**src/design/pulp_mbox_pkg.sv**
```systemverilog
// Host mailbox and translation constants
package pulp_mbox_pkg;

  // configuration port
  localparam int unsigned CFG_AW = 32;
  localparam int unsigned CFG_DW = 32;

  typedef logic [CFG_AW-1:0] cfg_addr_t;
  typedef logic [CFG_DW-1:0] cfg_data_t;

  // address windows of the configuration crossbar
  localparam int unsigned WIN_OFFS_W = 12;
  typedef logic [WIN_OFFS_W-1:0] win_offs_t;

  localparam cfg_addr_t WIN0_BASE = 32'h0000_0000;
  localparam cfg_addr_t WIN1_BASE = 32'h0000_1000;
  localparam cfg_addr_t WIN_SIZE  = 32'h0000_1000;

  // mailbox
  localparam int unsigned MBOX_DEPTH   = 8;
  localparam int unsigned MBOX_PTR_W   = 3;
  localparam int unsigned MBOX_LEVEL_W = 4;
  typedef logic [MBOX_LEVEL_W-1:0] mbox_level_t;

  localparam int unsigned TIMEOUT_W = 16;
  typedef logic [TIMEOUT_W-1:0] timeout_t;

  // host-to-device page table, 16 bytes per entry
  localparam int unsigned XLAT_ENTRIES = 4;
  localparam int unsigned XLAT_IDX_W   = 2;
  localparam int unsigned XLAT_FLD_W   = 4;
  localparam int unsigned PAGE_OFFS_W  = 12;
  localparam int unsigned PAGE_W       = 20;
  typedef logic [PAGE_W-1:0] page_t;

  typedef enum logic [1:0] {
    CFG_IDLE,
    CFG_ACCESS,
    CFG_RESP
  } cfg_state_e;

  // window 0 register map
  typedef enum logic [WIN_OFFS_W-1:0] {
    REG_CTRL    = 12'h000,
    REG_THRESH  = 12'h004,
    REG_TIMEOUT = 12'h008,
    REG_STATUS  = 12'h00C,
    REG_DATA    = 12'h010
  } mbox_reg_e;

  // field offsets inside one table entry
  typedef enum logic [XLAT_FLD_W-1:0] {
    FLD_SRC   = 4'h0,
    FLD_DST   = 4'h4,
    FLD_VALID = 4'h8
  } xlat_field_e;

endpackage

```
**src/design/pulp_mbox_if.sv**
```systemverilog
// Configuration window and mailbox read interfaces
`timescale 1ns/100ps

// one window of the configuration crossbar
interface cfg_bus_if;
  import pulp_mbox_pkg::*;

  logic      sel;
  logic      we;
  win_offs_t offs;
  cfg_data_t wdata;
  cfg_data_t rdata;

  modport master (output sel, output we, output offs, output wdata, input rdata);
  modport slave  (input sel, input we, input offs, input wdata, output rdata);
endinterface

// host side of the mailbox storage
interface mbox_rd_if;
  import pulp_mbox_pkg::*;

  logic        pop;
  cfg_data_t   rdata;
  mbox_level_t level;
  logic        empty;

  modport reader  (output pop, input rdata, input level, input empty);
  modport fifo    (input pop, output rdata, output level, output empty);
  // interrupt logic only watches
  modport monitor (input pop, input level, input empty);
endinterface

```
**src/design/cfg_access_fsm.sv**
```systemverilog
// Configuration access FSM
`timescale 1ns/100ps

module cfg_access_fsm (
  input  logic                     clk_i,
  input  logic                     rst_n_i,
  input  logic                     cfg_req_i,
  input  logic                     cfg_we_i,
  input  pulp_mbox_pkg::cfg_addr_t cfg_addr_i,
  input  pulp_mbox_pkg::cfg_data_t cfg_wdata_i,
  output logic                     cfg_ack_o,
  output logic                     cfg_err_o,
  output pulp_mbox_pkg::cfg_data_t cfg_rdata_o,
  cfg_bus_if.master                win0,
  cfg_bus_if.master                win1
);
  import pulp_mbox_pkg::*;

  cfg_state_e state_q, state_d;
  cfg_addr_t  addr_q;
  cfg_data_t  wdata_q;
  logic       we_q;
  logic       hit0, hit1;

  always_comb begin
    state_d = state_q;
    case (state_q)
      CFG_IDLE:   if (cfg_req_i) state_d = CFG_ACCESS;
      CFG_ACCESS: state_d = CFG_RESP;
      CFG_RESP:   state_d = CFG_IDLE;
      default:    state_d = CFG_IDLE;
    endcase
  end

  always_ff @(posedge clk_i) begin
    if (!rst_n_i) begin
      state_q <= CFG_IDLE;
    end else begin
      state_q <= state_d;
    end
  end

  // requests arriving while busy are dropped here
  always_ff @(posedge clk_i) begin
    if (state_q == CFG_IDLE && cfg_req_i) begin
      addr_q  <= cfg_addr_i;
      we_q    <= cfg_we_i;
      wdata_q <= cfg_wdata_i;
    end
  end

  // unsigned wrap makes addresses below the base miss too
  assign hit0 = (addr_q - WIN0_BASE) < WIN_SIZE;
  assign hit1 = (addr_q - WIN1_BASE) < WIN_SIZE;

  assign win0.sel   = (state_q == CFG_ACCESS) && hit0;
  assign win0.we    = we_q;
  assign win0.offs  = addr_q[WIN_OFFS_W-1:0];
  assign win0.wdata = wdata_q;

  assign win1.sel   = (state_q == CFG_ACCESS) && hit1;
  assign win1.we    = we_q;
  assign win1.offs  = addr_q[WIN_OFFS_W-1:0];
  assign win1.wdata = wdata_q;

  always_ff @(posedge clk_i) begin
    if (!rst_n_i) begin
      cfg_ack_o <= 1'b0;
      cfg_err_o <= 1'b0;
    end else begin
      cfg_ack_o <= (state_q == CFG_RESP);
      cfg_err_o <= (state_q == CFG_RESP) && !(hit0 || hit1);
    end
  end

  // window rdata was registered one cycle after sel
  always_ff @(posedge clk_i) begin
    if (state_q == CFG_RESP) begin
      if (we_q) begin
        cfg_rdata_o <= '0;
      end else if (hit0) begin
        cfg_rdata_o <= win0.rdata;
      end else if (hit1) begin
        cfg_rdata_o <= win1.rdata;
      end else begin
        cfg_rdata_o <= '0;
      end
    end
  end

endmodule

```
**src/design/mbox_fifo.sv**
```systemverilog
// Mailbox word storage
`timescale 1ns/100ps

module mbox_fifo (
  input  logic                     clk_i,
  input  logic                     rst_n_i,
  input  logic                     push_i,
  input  pulp_mbox_pkg::cfg_data_t push_data_i,
  output logic                     full_o,
  mbox_rd_if.fifo                  rd
);
  import pulp_mbox_pkg::*;

  cfg_data_t             mem_q [MBOX_DEPTH];
  logic [MBOX_PTR_W-1:0] wr_ptr_q;
  logic [MBOX_PTR_W-1:0] rd_ptr_q;
  mbox_level_t           level_q;
  logic                  push_ok;
  logic                  pop_ok;

  assign full_o   = (level_q == MBOX_LEVEL_W'(MBOX_DEPTH));
  assign rd.empty = (level_q == '0);
  assign rd.level = level_q;
  // head word, seen before the pop
  assign rd.rdata = mem_q[rd_ptr_q];

  // a full mailbox drops the word even if a pop comes with it
  assign push_ok = push_i && !full_o;
  assign pop_ok  = rd.pop && !rd.empty;

  always_ff @(posedge clk_i) begin
    if (push_ok) begin
      mem_q[wr_ptr_q] <= push_data_i;
    end
  end

  always_ff @(posedge clk_i) begin
    if (!rst_n_i) begin
      wr_ptr_q <= '0;
      rd_ptr_q <= '0;
      level_q  <= '0;
    end else begin
      if (push_ok) begin
        wr_ptr_q <= wr_ptr_q + 1'b1;
      end
      if (pop_ok) begin
        rd_ptr_q <= rd_ptr_q + 1'b1;
      end
      case ({push_ok, pop_ok})
        2'b10:   level_q <= level_q + 1'b1;
        2'b01:   level_q <= level_q - 1'b1;
        default: level_q <= level_q;
      endcase
    end
  end

endmodule

```
**src/design/mbox_irq_timer.sv**
```systemverilog
// Mailbox host interrupt
`timescale 1ns/100ps

module mbox_irq_timer (
  input  logic                       clk_i,
  input  logic                       rst_n_i,
  mbox_rd_if.monitor                 rd,
  input  logic                       irq_en_i,
  input  pulp_mbox_pkg::mbox_level_t thresh_i,
  input  pulp_mbox_pkg::timeout_t    timeout_i,
  output logic                       irq_o
);
  import pulp_mbox_pkg::*;

  timeout_t wait_cnt_q;
  logic     thresh_hit;
  logic     timeout_hit;

  // zero threshold or zero timeout disables that source
  assign thresh_hit  = (thresh_i != '0) && (rd.level >= thresh_i);
  assign timeout_hit = (timeout_i != '0) && (wait_cnt_q >= timeout_i);

  // cycles since the host last drained a word
  always_ff @(posedge clk_i) begin
    if (!rst_n_i) begin
      wait_cnt_q <= '0;
    end else if (rd.empty || rd.pop) begin
      wait_cnt_q <= '0;
    end else if (wait_cnt_q != '1) begin
      wait_cnt_q <= wait_cnt_q + 1'b1;
    end
  end

  always_ff @(posedge clk_i) begin
    if (!rst_n_i) begin
      irq_o <= 1'b0;
    end else begin
      irq_o <= irq_en_i && !rd.empty && (thresh_hit || timeout_hit);
    end
  end

endmodule

```
**src/design/mbox_regs.sv**
```systemverilog
// Mailbox register window
`timescale 1ns/100ps

module mbox_regs (
  input  logic                        clk_i,
  input  logic                        rst_n_i,
  cfg_bus_if.slave                    bus,
  mbox_rd_if.reader                   rd,
  output logic                        irq_en_o,
  output pulp_mbox_pkg::mbox_level_t  thresh_o,
  output pulp_mbox_pkg::timeout_t     timeout_o
);
  import pulp_mbox_pkg::*;

  logic      wr_en;
  logic      rd_en;
  cfg_data_t rdata_d;

  assign wr_en = bus.sel && bus.we;
  assign rd_en = bus.sel && !bus.we;

  // reading DATA drains the head word
  assign rd.pop = rd_en && (bus.offs == REG_DATA) && !rd.empty;

  // STATUS and DATA are not writable
  always_ff @(posedge clk_i) begin
    if (!rst_n_i) begin
      irq_en_o  <= 1'b0;
      thresh_o  <= '0;
      timeout_o <= '0;
    end else if (wr_en) begin
      case (bus.offs)
        REG_CTRL:    irq_en_o  <= bus.wdata[0];
        REG_THRESH:  thresh_o  <= bus.wdata[MBOX_LEVEL_W-1:0];
        REG_TIMEOUT: timeout_o <= bus.wdata[TIMEOUT_W-1:0];
        default:     ;
      endcase
    end
  end

  always_comb begin
    rdata_d = '0;
    case (bus.offs)
      REG_CTRL:    rdata_d = cfg_data_t'(irq_en_o);
      REG_THRESH:  rdata_d = cfg_data_t'(thresh_o);
      REG_TIMEOUT: rdata_d = cfg_data_t'(timeout_o);
      REG_STATUS:  rdata_d = cfg_data_t'(rd.level);
      REG_DATA:    if (!rd.empty) rdata_d = rd.rdata;
      default:     rdata_d = '0;
    endcase
  end

  always_ff @(posedge clk_i) begin
    if (rd_en) begin
      bus.rdata <= rdata_d;
    end
  end

endmodule

```
**src/design/pulp_mbox_top.sv**
```systemverilog
// Host mailbox subsystem top
`timescale 1ns/100ps

module pulp_mbox_top (
  input  logic                     clk_i,
  input  logic                     rst_n_i,

  // host configuration port
  input  logic                     cfg_req_i,
  input  logic                     cfg_we_i,
  input  pulp_mbox_pkg::cfg_addr_t cfg_addr_i,
  input  pulp_mbox_pkg::cfg_data_t cfg_wdata_i,
  output logic                     cfg_ack_o,
  output logic                     cfg_err_o,
  output pulp_mbox_pkg::cfg_data_t cfg_rdata_o,

  // device push side
  input  logic                     dev_wr_i,
  input  pulp_mbox_pkg::cfg_data_t dev_wdata_i,
  output logic                     dev_full_o,

  output logic                     mbox_irq_o,

  // address lookup
  input  logic                     xlat_req_i,
  input  pulp_mbox_pkg::cfg_addr_t xlat_addr_i,
  output logic                     xlat_valid_o,
  output logic                     xlat_hit_o,
  output pulp_mbox_pkg::cfg_addr_t xlat_addr_o
);
  import pulp_mbox_pkg::*;

  logic        irq_en;
  mbox_level_t thresh;
  timeout_t    timeout;

  cfg_bus_if win0_bus ();
  cfg_bus_if win1_bus ();
  mbox_rd_if mbox_rd ();

  cfg_access_fsm i_cfg_access_fsm (
    .clk_i,
    .rst_n_i,
    .cfg_req_i,
    .cfg_we_i,
    .cfg_addr_i,
    .cfg_wdata_i,
    .cfg_ack_o,
    .cfg_err_o,
    .cfg_rdata_o,
    .win0        (win0_bus),
    .win1        (win1_bus)
  );

  mbox_regs i_mbox_regs (
    .clk_i,
    .rst_n_i,
    .bus       (win0_bus),
    .rd        (mbox_rd),
    .irq_en_o  (irq_en),
    .thresh_o  (thresh),
    .timeout_o (timeout)
  );

  mbox_fifo i_mbox_fifo (
    .clk_i,
    .rst_n_i,
    .push_i      (dev_wr_i),
    .push_data_i (dev_wdata_i),
    .full_o      (dev_full_o),
    .rd          (mbox_rd)
  );

  mbox_irq_timer i_mbox_irq_timer (
    .clk_i,
    .rst_n_i,
    .rd        (mbox_rd),
    .irq_en_i  (irq_en),
    .thresh_i  (thresh),
    .timeout_i (timeout),
    .irq_o     (mbox_irq_o)
  );

  xlat_table i_xlat_table (
    .clk_i,
    .rst_n_i,
    .bus          (win1_bus),
    .xlat_req_i,
    .xlat_addr_i,
    .xlat_valid_o,
    .xlat_hit_o,
    .xlat_addr_o
  );

endmodule

```
**src/design/xlat_table.sv**
```systemverilog
// Host-to-device page table
`timescale 1ns/100ps

module xlat_table (
  input  logic                     clk_i,
  input  logic                     rst_n_i,
  cfg_bus_if.slave                 bus,
  input  logic                     xlat_req_i,
  input  pulp_mbox_pkg::cfg_addr_t xlat_addr_i,
  output logic                     xlat_valid_o,
  output logic                     xlat_hit_o,
  output pulp_mbox_pkg::cfg_addr_t xlat_addr_o
);
  import pulp_mbox_pkg::*;

  page_t                   src_q [XLAT_ENTRIES];
  page_t                   dst_q [XLAT_ENTRIES];
  logic [XLAT_ENTRIES-1:0] valid_q;
  logic [XLAT_IDX_W-1:0]   idx;
  logic                    in_range;
  cfg_data_t               rdata_d;
  page_t                   lk_page;
  page_t                   lk_dst;
  logic                    lk_hit;

  // entry n sits at 16*n, anything past the last entry is ignored
  assign idx      = bus.offs[XLAT_FLD_W +: XLAT_IDX_W];
  assign in_range = (bus.offs >> (XLAT_FLD_W + XLAT_IDX_W)) == '0;

  always_ff @(posedge clk_i) begin
    if (!rst_n_i) begin
      for (int i = 0; i < XLAT_ENTRIES; i++) begin
        src_q[i] <= '0;
        dst_q[i] <= '0;
      end
      valid_q <= '0;
    end else if (bus.sel && bus.we && in_range) begin
      case (bus.offs[XLAT_FLD_W-1:0])
        FLD_SRC:   src_q[idx]   <= bus.wdata[PAGE_W-1:0];
        FLD_DST:   dst_q[idx]   <= bus.wdata[PAGE_W-1:0];
        FLD_VALID: valid_q[idx] <= bus.wdata[0];
        default:   ;
      endcase
    end
  end

  always_comb begin
    rdata_d = '0;
    if (in_range) begin
      case (bus.offs[XLAT_FLD_W-1:0])
        FLD_SRC:   rdata_d = cfg_data_t'(src_q[idx]);
        FLD_DST:   rdata_d = cfg_data_t'(dst_q[idx]);
        FLD_VALID: rdata_d = cfg_data_t'(valid_q[idx]);
        default:   rdata_d = '0;
      endcase
    end
  end

  always_ff @(posedge clk_i) begin
    if (bus.sel && !bus.we) begin
      bus.rdata <= rdata_d;
    end
  end

  // walk down so the lowest matching entry wins
  assign lk_page = xlat_addr_i[CFG_AW-1:PAGE_OFFS_W];

  always_comb begin
    lk_hit = 1'b0;
    lk_dst = '0;
    for (int i = XLAT_ENTRIES - 1; i >= 0; i--) begin
      if (valid_q[i] && (src_q[i] == lk_page)) begin
        lk_hit = 1'b1;
        lk_dst = dst_q[i];
      end
    end
  end

  always_ff @(posedge clk_i) begin
    if (!rst_n_i) begin
      xlat_valid_o <= 1'b0;
      xlat_hit_o   <= 1'b0;
    end else begin
      xlat_valid_o <= xlat_req_i;
      xlat_hit_o   <= xlat_req_i && lk_hit;
    end
  end

  // page offset is kept, a miss passes the address through
  always_ff @(posedge clk_i) begin
    if (xlat_req_i) begin
      xlat_addr_o <= lk_hit ? {lk_dst, xlat_addr_i[PAGE_OFFS_W-1:0]} : xlat_addr_i;
    end
  end

endmodule

```
**config.mk**
```make
export PLATFORM = sky130hd
export DESIGN_NAME = pulp_mbox_top
export DESIGN_NICKNAME = d
export VERILOG_FILES = /design/src/design/pulp_mbox_pkg.sv /design/src/design/pulp_mbox_if.sv /design/src/design/cfg_access_fsm.sv /design/src/design/mbox_fifo.sv /design/src/design/mbox_irq_timer.sv /design/src/design/mbox_regs.sv /design/src/design/pulp_mbox_top.sv /design/src/design/xlat_table.sv
export SDC_FILE = /design/constraint.sdc
export NUM_CORES = 1
export LEC_CHECK = 0
export ABC_CLOCK_PERIOD_IN_PS = 5700
export BUFFER_PORTS_ARGS = -buffer_cell sky130_fd_sc_hd__buf_2
export CORE_UTILIZATION = 54
export CTS_CLUSTER_SIZE = 12
export DETAILED_ROUTE_END_ITERATION = 12
export PLACE_DENSITY = 0.76
export SETUP_SLACK_MARGIN = 0.05
export SLEW_MARGIN = 20
export SYNTH_ARGS = -nofsm -noshare
export SYNTH_HDL_FRONTEND = slang
export SYNTH_SLANG_ARGS = --single-unit
```
**constraint.sdc**
```tcl
create_clock -name clk_i -period 5.7 [get_ports clk_i]
set_clock_uncertainty 0.15 [all_clocks]
set_input_delay 0.855 -clock clk_i [delete_from_list [all_inputs] [get_ports clk_i]]
set_output_delay 0.855 -clock clk_i [all_outputs]
set_load 0.05 [all_outputs]
```
* Yosys cells after proc, flatten, opt, wreduce, memory -nomap -nowiden
Memory sizes are Yosys's and may differ from the RTL's. A register that Yosys moved wholly into a read port is not among the register bits.
Cells that the tools add are included.
** Storage, ports and cells
- Register bits :: 239
- Latch bits :: 0
- Memory bits (writable) :: 416
- Bits in read-only memories :: 0
- Bits of input ports :: 134
- Output and inout port bits :: 70
- Logic and storage cells :: 142
- Memories kept :: 3
** Memory list
- i_mbox_fifo.mem_q :: words 8, bits a word 32, rd ports 1, clocked after memory_dff 1, wr ports 1, RTL line mbox_fifo.sv:14 : cfg_data_t mem_q [MBOX_DEPTH];
- i_xlat_table.dst_q :: words 4, bits a word 20, rd ports 5, clocked after memory_dff 1, wr ports 4, RTL line xlat_table.sv:17 : page_t dst_q [XLAT_ENTRIES];
- i_xlat_table.src_q :: words 4, bits a word 20, rd ports 5, clocked after memory_dff 1, wr ports 4, RTL line xlat_table.sv:16 : page_t src_q [XLAT_ENTRIES];
** Cells by class
- Add/sub/neg operators :: 6
- Multipliers :: 0
- Div/mod/pow operators :: 0
- $lt $le $gt $ge :: 6
- Equality and inequality tests :: 17
- Shift-type cells :: 0
- Mux-type cells :: 43
- Bitwise operators :: 1
- Reduce and logical (&&, ||, !) cells :: 45
** Operator list (count)
- $pmux W32 S5 :: 1
- $mux W32 :: 4
- $mux W20 :: 6
- $eq A20 B20 Y1 :: 4
- $lt A32 B13 Y1 const B :: 2
- $pmux W20 S3 :: 1
- $reduce_or A20 Y1 :: 2
- $sub A32 B13 Y32 const B :: 1
- $eq A12 B4 Y1 const B :: 2
- $logic_not A12 Y1 :: 2
- $logic_and A1 B1 Y1 :: 23
- $mux W1 :: 19
- $add A16 B1 Y16 const B :: 1
- $ge A16 B16 Y1 :: 1
- $ne A16 B16 Y1 const B :: 1
- $reduce_bool A16 Y1 :: 1
- $eq A12 B3 Y1 const B :: 1
- $eq A12 B5 Y1 const B :: 1
- $mux W2 :: 5
- $eq A4 B4 Y1 const B :: 2
- $logic_not A4 Y1 :: 2
- $pmux W4 S2 :: 1
- $reduce_and A2 Y1 :: 4
- $add A3 B1 Y3 const B :: 2
- 21 further kinds :: 29

* Longest topological paths before layout
- Depth after elaboration :: 10
- Gate-level depth with buffers :: 14
- Gate-level depth less buffers :: 12

* Hierarchy
A second synthesis with hierarchy kept.
** Second synthesis, totals
- Cell total of the unflattened synthesis :: 1929
- Area, all modules :: 29016.6 µm²
** By module, submodules not included
- xlat_table :: times used 1, cells each 840, area each 10641.5 µm², sequential area each 6486.2 µm²
- mbox_fifo :: times used 1, cells each 444, area each 10278.6 µm², sequential area each 7947.6 µm²
- cfg_access_fsm :: times used 1, cells each 292, area each 4464.3 µm², sequential area each 2992.9 µm²
- mbox_regs :: times used 1, cells each 192, area each 2294.7 µm², sequential area each 1381.3 µm²
- mbox_irq_timer :: times used 1, cells each 161, area each 1337.5 µm², sequential area each 340.3 µm²

* Least setup slack after synthesis
OpenSTA, ideal clock, no wires.
- Path kind :: input to register
- From :: in cfg_req_i
- To :: reg with a tool-made name
- Library setup time :: 78 ps
- Data arrival time :: 5539 ps
- Required time :: 5472 ps
- Setup slack :: -67 ps
- Stages :: 2
- Buffers on the path :: 0
- Cells stage by stage :: nor3b_1 > mux2_2
** RTL lines
- from (decl) :: RTL line pulp_mbox_top.sv:9 : input logic cfg_req_i,

* Worst setup path in the final report
- From :: reg i_cfg_access_fsm.addr_q[20]
- To :: reg i_mbox_fifo.level_q[3] (netlist: i_mbox_fifo.rd.level[3])
** On the way
- Word-level cells in the longest chain between the ends :: 8
- Elaborated cells between the ends (all ways) :: 10
- Classes of those cells :: 1 x order compare; 2 x eq/ne; 1 x mux; 6 x reduce/logical
** RTL lines
- from (decl) :: RTL line cfg_access_fsm.sv:20 : cfg_addr_t addr_q;
- from (signal assigned) :: RTL line cfg_access_fsm.sv:46 : addr_q <= cfg_addr_i;
- $lt A32 B13 Y1 (*) :: RTL line cfg_access_fsm.sv:53 : assign hit0 = (addr_q - WIN0_BASE) < WIN_SIZE;
- $logic_and A1 B1 Y1 (*) :: RTL line cfg_access_fsm.sv:56 : assign win0.sel = (state_q == CFG_ACCESS) && hit0;
- $logic_and A1 B1 Y1 (*) :: RTL line mbox_regs.sv:20 : assign rd_en = bus.sel && !bus.we;
- named net i_mbox_regs.rd_en :: RTL line mbox_regs.sv:16 : logic rd_en;
- $logic_and A1 B1 Y1 (*) (2 in series) :: RTL line mbox_regs.sv:23 : assign rd.pop = rd_en && (bus.offs == REG_DATA) && !rd.empty;
- $logic_and A1 B1 Y1 (*) :: RTL line mbox_fifo.sv:29 : assign pop_ok = rd.pop && !rd.empty;
- $eq A2 B1 Y1 / $eq A2 B2 Y1 (equally long branches) :: RTL line mbox_fifo.sv:49 : case ({push_ok, pop_ok})
- $pmux W4 S2 / $reduce_bool A2 Y1 (equally long branches)
- to (signal assigned) :: RTL line mbox_fifo.sv:50 : 2'b10: level_q <= level_q + 1'b1;
- to (signal assigned) :: RTL line mbox_fifo.sv:51 : 2'b01: level_q <= level_q - 1'b1;
- to (signal assigned) :: RTL line mbox_fifo.sv:52 : default: level_q <= level_q;
- to (decl) :: RTL line mbox_fifo.sv:17 : mbox_level_t level_q;
Mark *: on every way through the listed nets, which the timed path passes. The rest lies on a longest branch.
A chain may end at the register's enable or synchronous reset.

==> metrics.md <==
| Metric | Value |
|---|---|
| M2 GR Usage | a little over two fifths |
| Slew Viols, Final | 0 |
| Hold_buf cts | 0 |
| Layout Nets | around 2100 |
| Leakage power total | ~11 nW |
| Net Count, Synth | roughly 2000 |
| Total internal power | approximately 8 mW |
| Vias | around 17000 |
| Fmax achieved | around 270 MHz |
| First-pass GRT wire length | between 100000 and 150000 um |
| Yosys warnings | 0 |
| Final Cell Area | roughly 0.032 mm^2 |
| Period Utilization, post-route | between 60% and 70% |
| Setup slack after layout | just over 2 ns |
| Root Driver | clkbuf_16 |
| Setup bufs post-CTS | 0 |
| P_sw | between 2 and 2.5 mW |
| Placed cell area | about 0.029 mm^2 |
| Clk pwr share | 41.8% |
| GR peak layer | met2 |
| Die area | ~0.052 mm^2 |
| Final setup fails | 0 |
| Crit. End Element | flop |
| Share of the synthesized area in the top cell type | a little under two thirds |
| Synthesized cell area | about 0.028 mm^2 |
| Grt total ovfl | 0 |
| PnR Total Power | 10.2 mW |
| Clock Latency Late Sink | 0.59 ns |
| Maxcap violations | 0 |
| Share of power burned in combinational logic | under 10% |
| RSZ-0062 raised after global routing | false |
| Synth Flop Type | edfxtp_1 |
| Slew margin rel. | ~23% |
| CTS tree | done |
| Worst slew pin tran | 1.16 ns |
| GRT Util Overall | a little over a quarter |
| Largest fanout on the critical path | 33 |
| Syn Area/Cell | between 15 and 20 um^2 |
| DRC errors left | 0 |
| Synth area leader | edfxtp_1 |
| Register bit total from synthesis | ~650 |
| Cells after synthesis | around 1800 |
| Post-DP HPWL | between 40000 and 50000 um |
| Worst hold-check path type | in2reg |
| Total wire length | ~70000 um |
| Area growth from synthesis to layout | 14.0% |
| Core Region | 0.0504 mm^2 |
| Post-layout min period | around 3.7 ns |
| Initial Utilization | 55.0% |
| Switch share | between 20 and 25% |
| Vias in the first global route | 17000 |
| Pin count of the biggest net entering global routing | between 50 and 60 |
| Num rows | between 80 and 90 |
| Setup TNS | 0 ns |
| Crit Path Class | reg2reg |
| Iter 0 DRT Violations | between 2000 and 2500 |
| Synth unique cells | 52 |
| TritonRoute pass-1 iters | 5 |
| Final antenna-violating net count | 0 |
| Share of cells above drive strength 1 | about a quarter |
| Post-place setup slack | 1.77 ns |
| Area contributors post-synth | edfxtp_1 63%, mux4_2 8.5%, dfxtp_1 4.6%, and3_1 2.9%, xnor2_1 2.2% |
| EDFF count, synth | between 500 and 600 |
| Die H | around 230 um |
| GR Util met1 | between 30% and 40% |
| I/O pins | roughly 200 |
| CTS clk-pin slew, worst paths | approximately 0.06 ns |
| Power per cell area | around 320 mW/mm^2 |
| Routability Congestion | 0.970 |
| H-tree levels | 3 |
| Arr. time, crit path | slightly above 4 ns |
| Die span in x | approximately 230 um |
| Longest Clk Path Bufs | 3 |
| Status | finished, final reports clean |
| Register area share after synthesis | about two thirds |
| Met3 Use GR | between 5 and 6% |
| Final hold vios | 0 |
| CTS buffer count | 69 |
| Initial antenna violation count | 5 |
| Post-synth ARST share | 0% |
| Port buffer count | 191 |
| Crit path required time | roughly 6.1 ns |
| Critical Path Source Type | flop |
| Vias/cell | 6.23 |
| VDD IR max | around 0.22 mV |
| Post-CTS Resized | 0 |
| Seq pwr share | 52.9% |
| TritonCTS Sinks | 648 |
| Drt wl/cell | around 26 um |
cell usage after synthesis (12+ instances only):
library cell,n
dfxtp_1,63
o211a_1,12
mux2i_1,37
nor3b_1,13
ha_1,26
a21oi_1,28
xor2_1,27
a22oi_1,19
and2_1,74
buf_2,30
a21boi_0,23
mux4_2,105
nor2_1,101
inv_1,39
xnor2_1,70
nand4_1,28
nand2_1,68
o21ai_0,49
a22o_1,21
nand3_1,48
and3_1,129
clkbuf_1,82
edfxtp_1,585
nor4_1,21
state kept, by name, summed over array words and instances, names as in the netlist, 4 cells and up, named ones only:
register / cells
i_cfg_access_fsm.addr_q: 32
i_cfg_access_fsm.cfg_rdata_o: 32
i_cfg_access_fsm.win0.wdata: 20
i_mbox_fifo.mem_q: 256
i_mbox_fifo.rd.level: 4
i_mbox_irq_timer.wait_cnt_q: 16
i_mbox_regs.bus.rdata: 32
i_mbox_regs.thresh_o: 4
i_mbox_regs.timeout_o: 16
i_xlat_table.bus.rdata: 20
i_xlat_table.dst_q: 80
i_xlat_table.src_q: 80
i_xlat_table.valid_q: 4
i_xlat_table.xlat_addr_o: 32
worst max-delay path, cell delays in order, from the launching register on:
cell	delay (ns)
edfxtp_1	0.36
nor4_1	0.37
nand4_1	0.25
nor4_4	0.18
buf_4	0.39
and2_1	0.22
and2_1	0.24
ha_1	0.24
ha_1	0.25
a21o_1	0.18
a21oi_1	0.19
xnor2_1	0.09
or3_1	0.31
a21boi_0	0.16
layout make-up:
| class | count | area (um^2) |
|---|---|---|
| inverters | 40 | 150 |
| clock buffers | 96 | 1900 |
| clock inverters | 20 | 228 |
| fillers | 3523 | 18800 |
| diodes | 4 | 10.0 |
| multi-input cells | 989 | 8340 |
| well taps | 672 | 841 |
| flip-flops and latches | 648 | 18800 |
| repair buffers | 234 | 1290 |
logic make-up after synthesis:
| logic type | Yosys count | synth area share, % |
|---|---|---|
| buffers and inverters | 167 | 2.49 |
| adder cells (fa/ha/maj) | 27 | 1.25 |
| XOR/XNOR | 97 | 3.07 |
| AO/OA/AOI/OAI | 193 | 4.81 |
| flip-flops | 648 | 67.9 |
| multiplexers | 144 | 9.95 |
| AND/OR/NAND/NOR | 528 | 10.5 |
worst paths after layout:
kind	slack, ns	cells past startpoint	endpoint	from
setup / recovery	2.03	13	i_mbox_fifo.rd.level[3]	i_cfg_access_fsm.addr_q[20]
hold / removal	0.29	1	i_xlat_table.xlat_addr_o[4]	xlat_addr_i[4]
setup reg to reg	2.03	13	i_mbox_fifo.rd.level[3]	i_cfg_access_fsm.addr_q[20]
hold reg to reg	0.36	2	i_mbox_regs.timeout_o[11]	i_mbox_regs.timeout_o[11]
cells in the final DEF, fill, tap and decap left out, types with 5 or more instances in the layout:
master and count:
edfxtp_1 585, buf_2 191, and3_1 129, mux4_2 105, nor2_1 92, and2_1 74
clkbuf_16 71, xnor2_1 70, nand2_1 68, dfxtp_1 59, nand3_1 48, buf_4 42
o21ai_0 41, inv_1 39, mux2i_1 37, nand4_1 28, a21oi_1 28, xor2_1 27
ha_1 26, a21boi_0 23, clkbuf_1 22, a22o_1 21, nor4_1 20, a22oi_1 19
nor3b_1 12, o211a_1 12, nand2b_1 9, or2_2 9, o21a_1 9, a21o_1 9
o2bb2ai_1 8, o21ai_2 7, nor2_4 7, clkinv_2 6, nor4_4 5, nor2b_1 5
a211oi_1 5, clkinv_1 5
metrics by stage:
| step | hold WS [ns] | util (%) | std cells |
|---|---|---|---|
| floorplan | 0.301 | - | 1804 |
| global placement | 0.323 | 58.4 | 2582 |
| detailed placement | 0.335 | 58.4 | 2582 |
| CTS | 0.255 | 62.7 | 2698 |
| global route | 0.264 | 62.7 | 2702 |
| finish | 0.286 | 62.7 | 2703 |
power groups by stage:
stage / combinational [mW] / sequential [mW] / clock, mW
finish: 0.545 / 5.41 / 4.27
floorplan: 0.269 / 5.53 / 0
global route: 0.572 / 5.42 / 4.49
CTS: 0.542 / 5.41 / 4.32
detailed placement: 0.538 / 5.50 / 0
global placement: 0.527 / 5.49 / 0
per-layer routing:
layer	share of wire [%]	wire, um	up-vias
li1	-	-	7248
met1	38	26800	8428
met2	48	33600	1002
met3	10	7000	156
met4	3.4	2410	4
met5	0.030	21	-
Note: power is estimated with default switching activity, not from simulation.
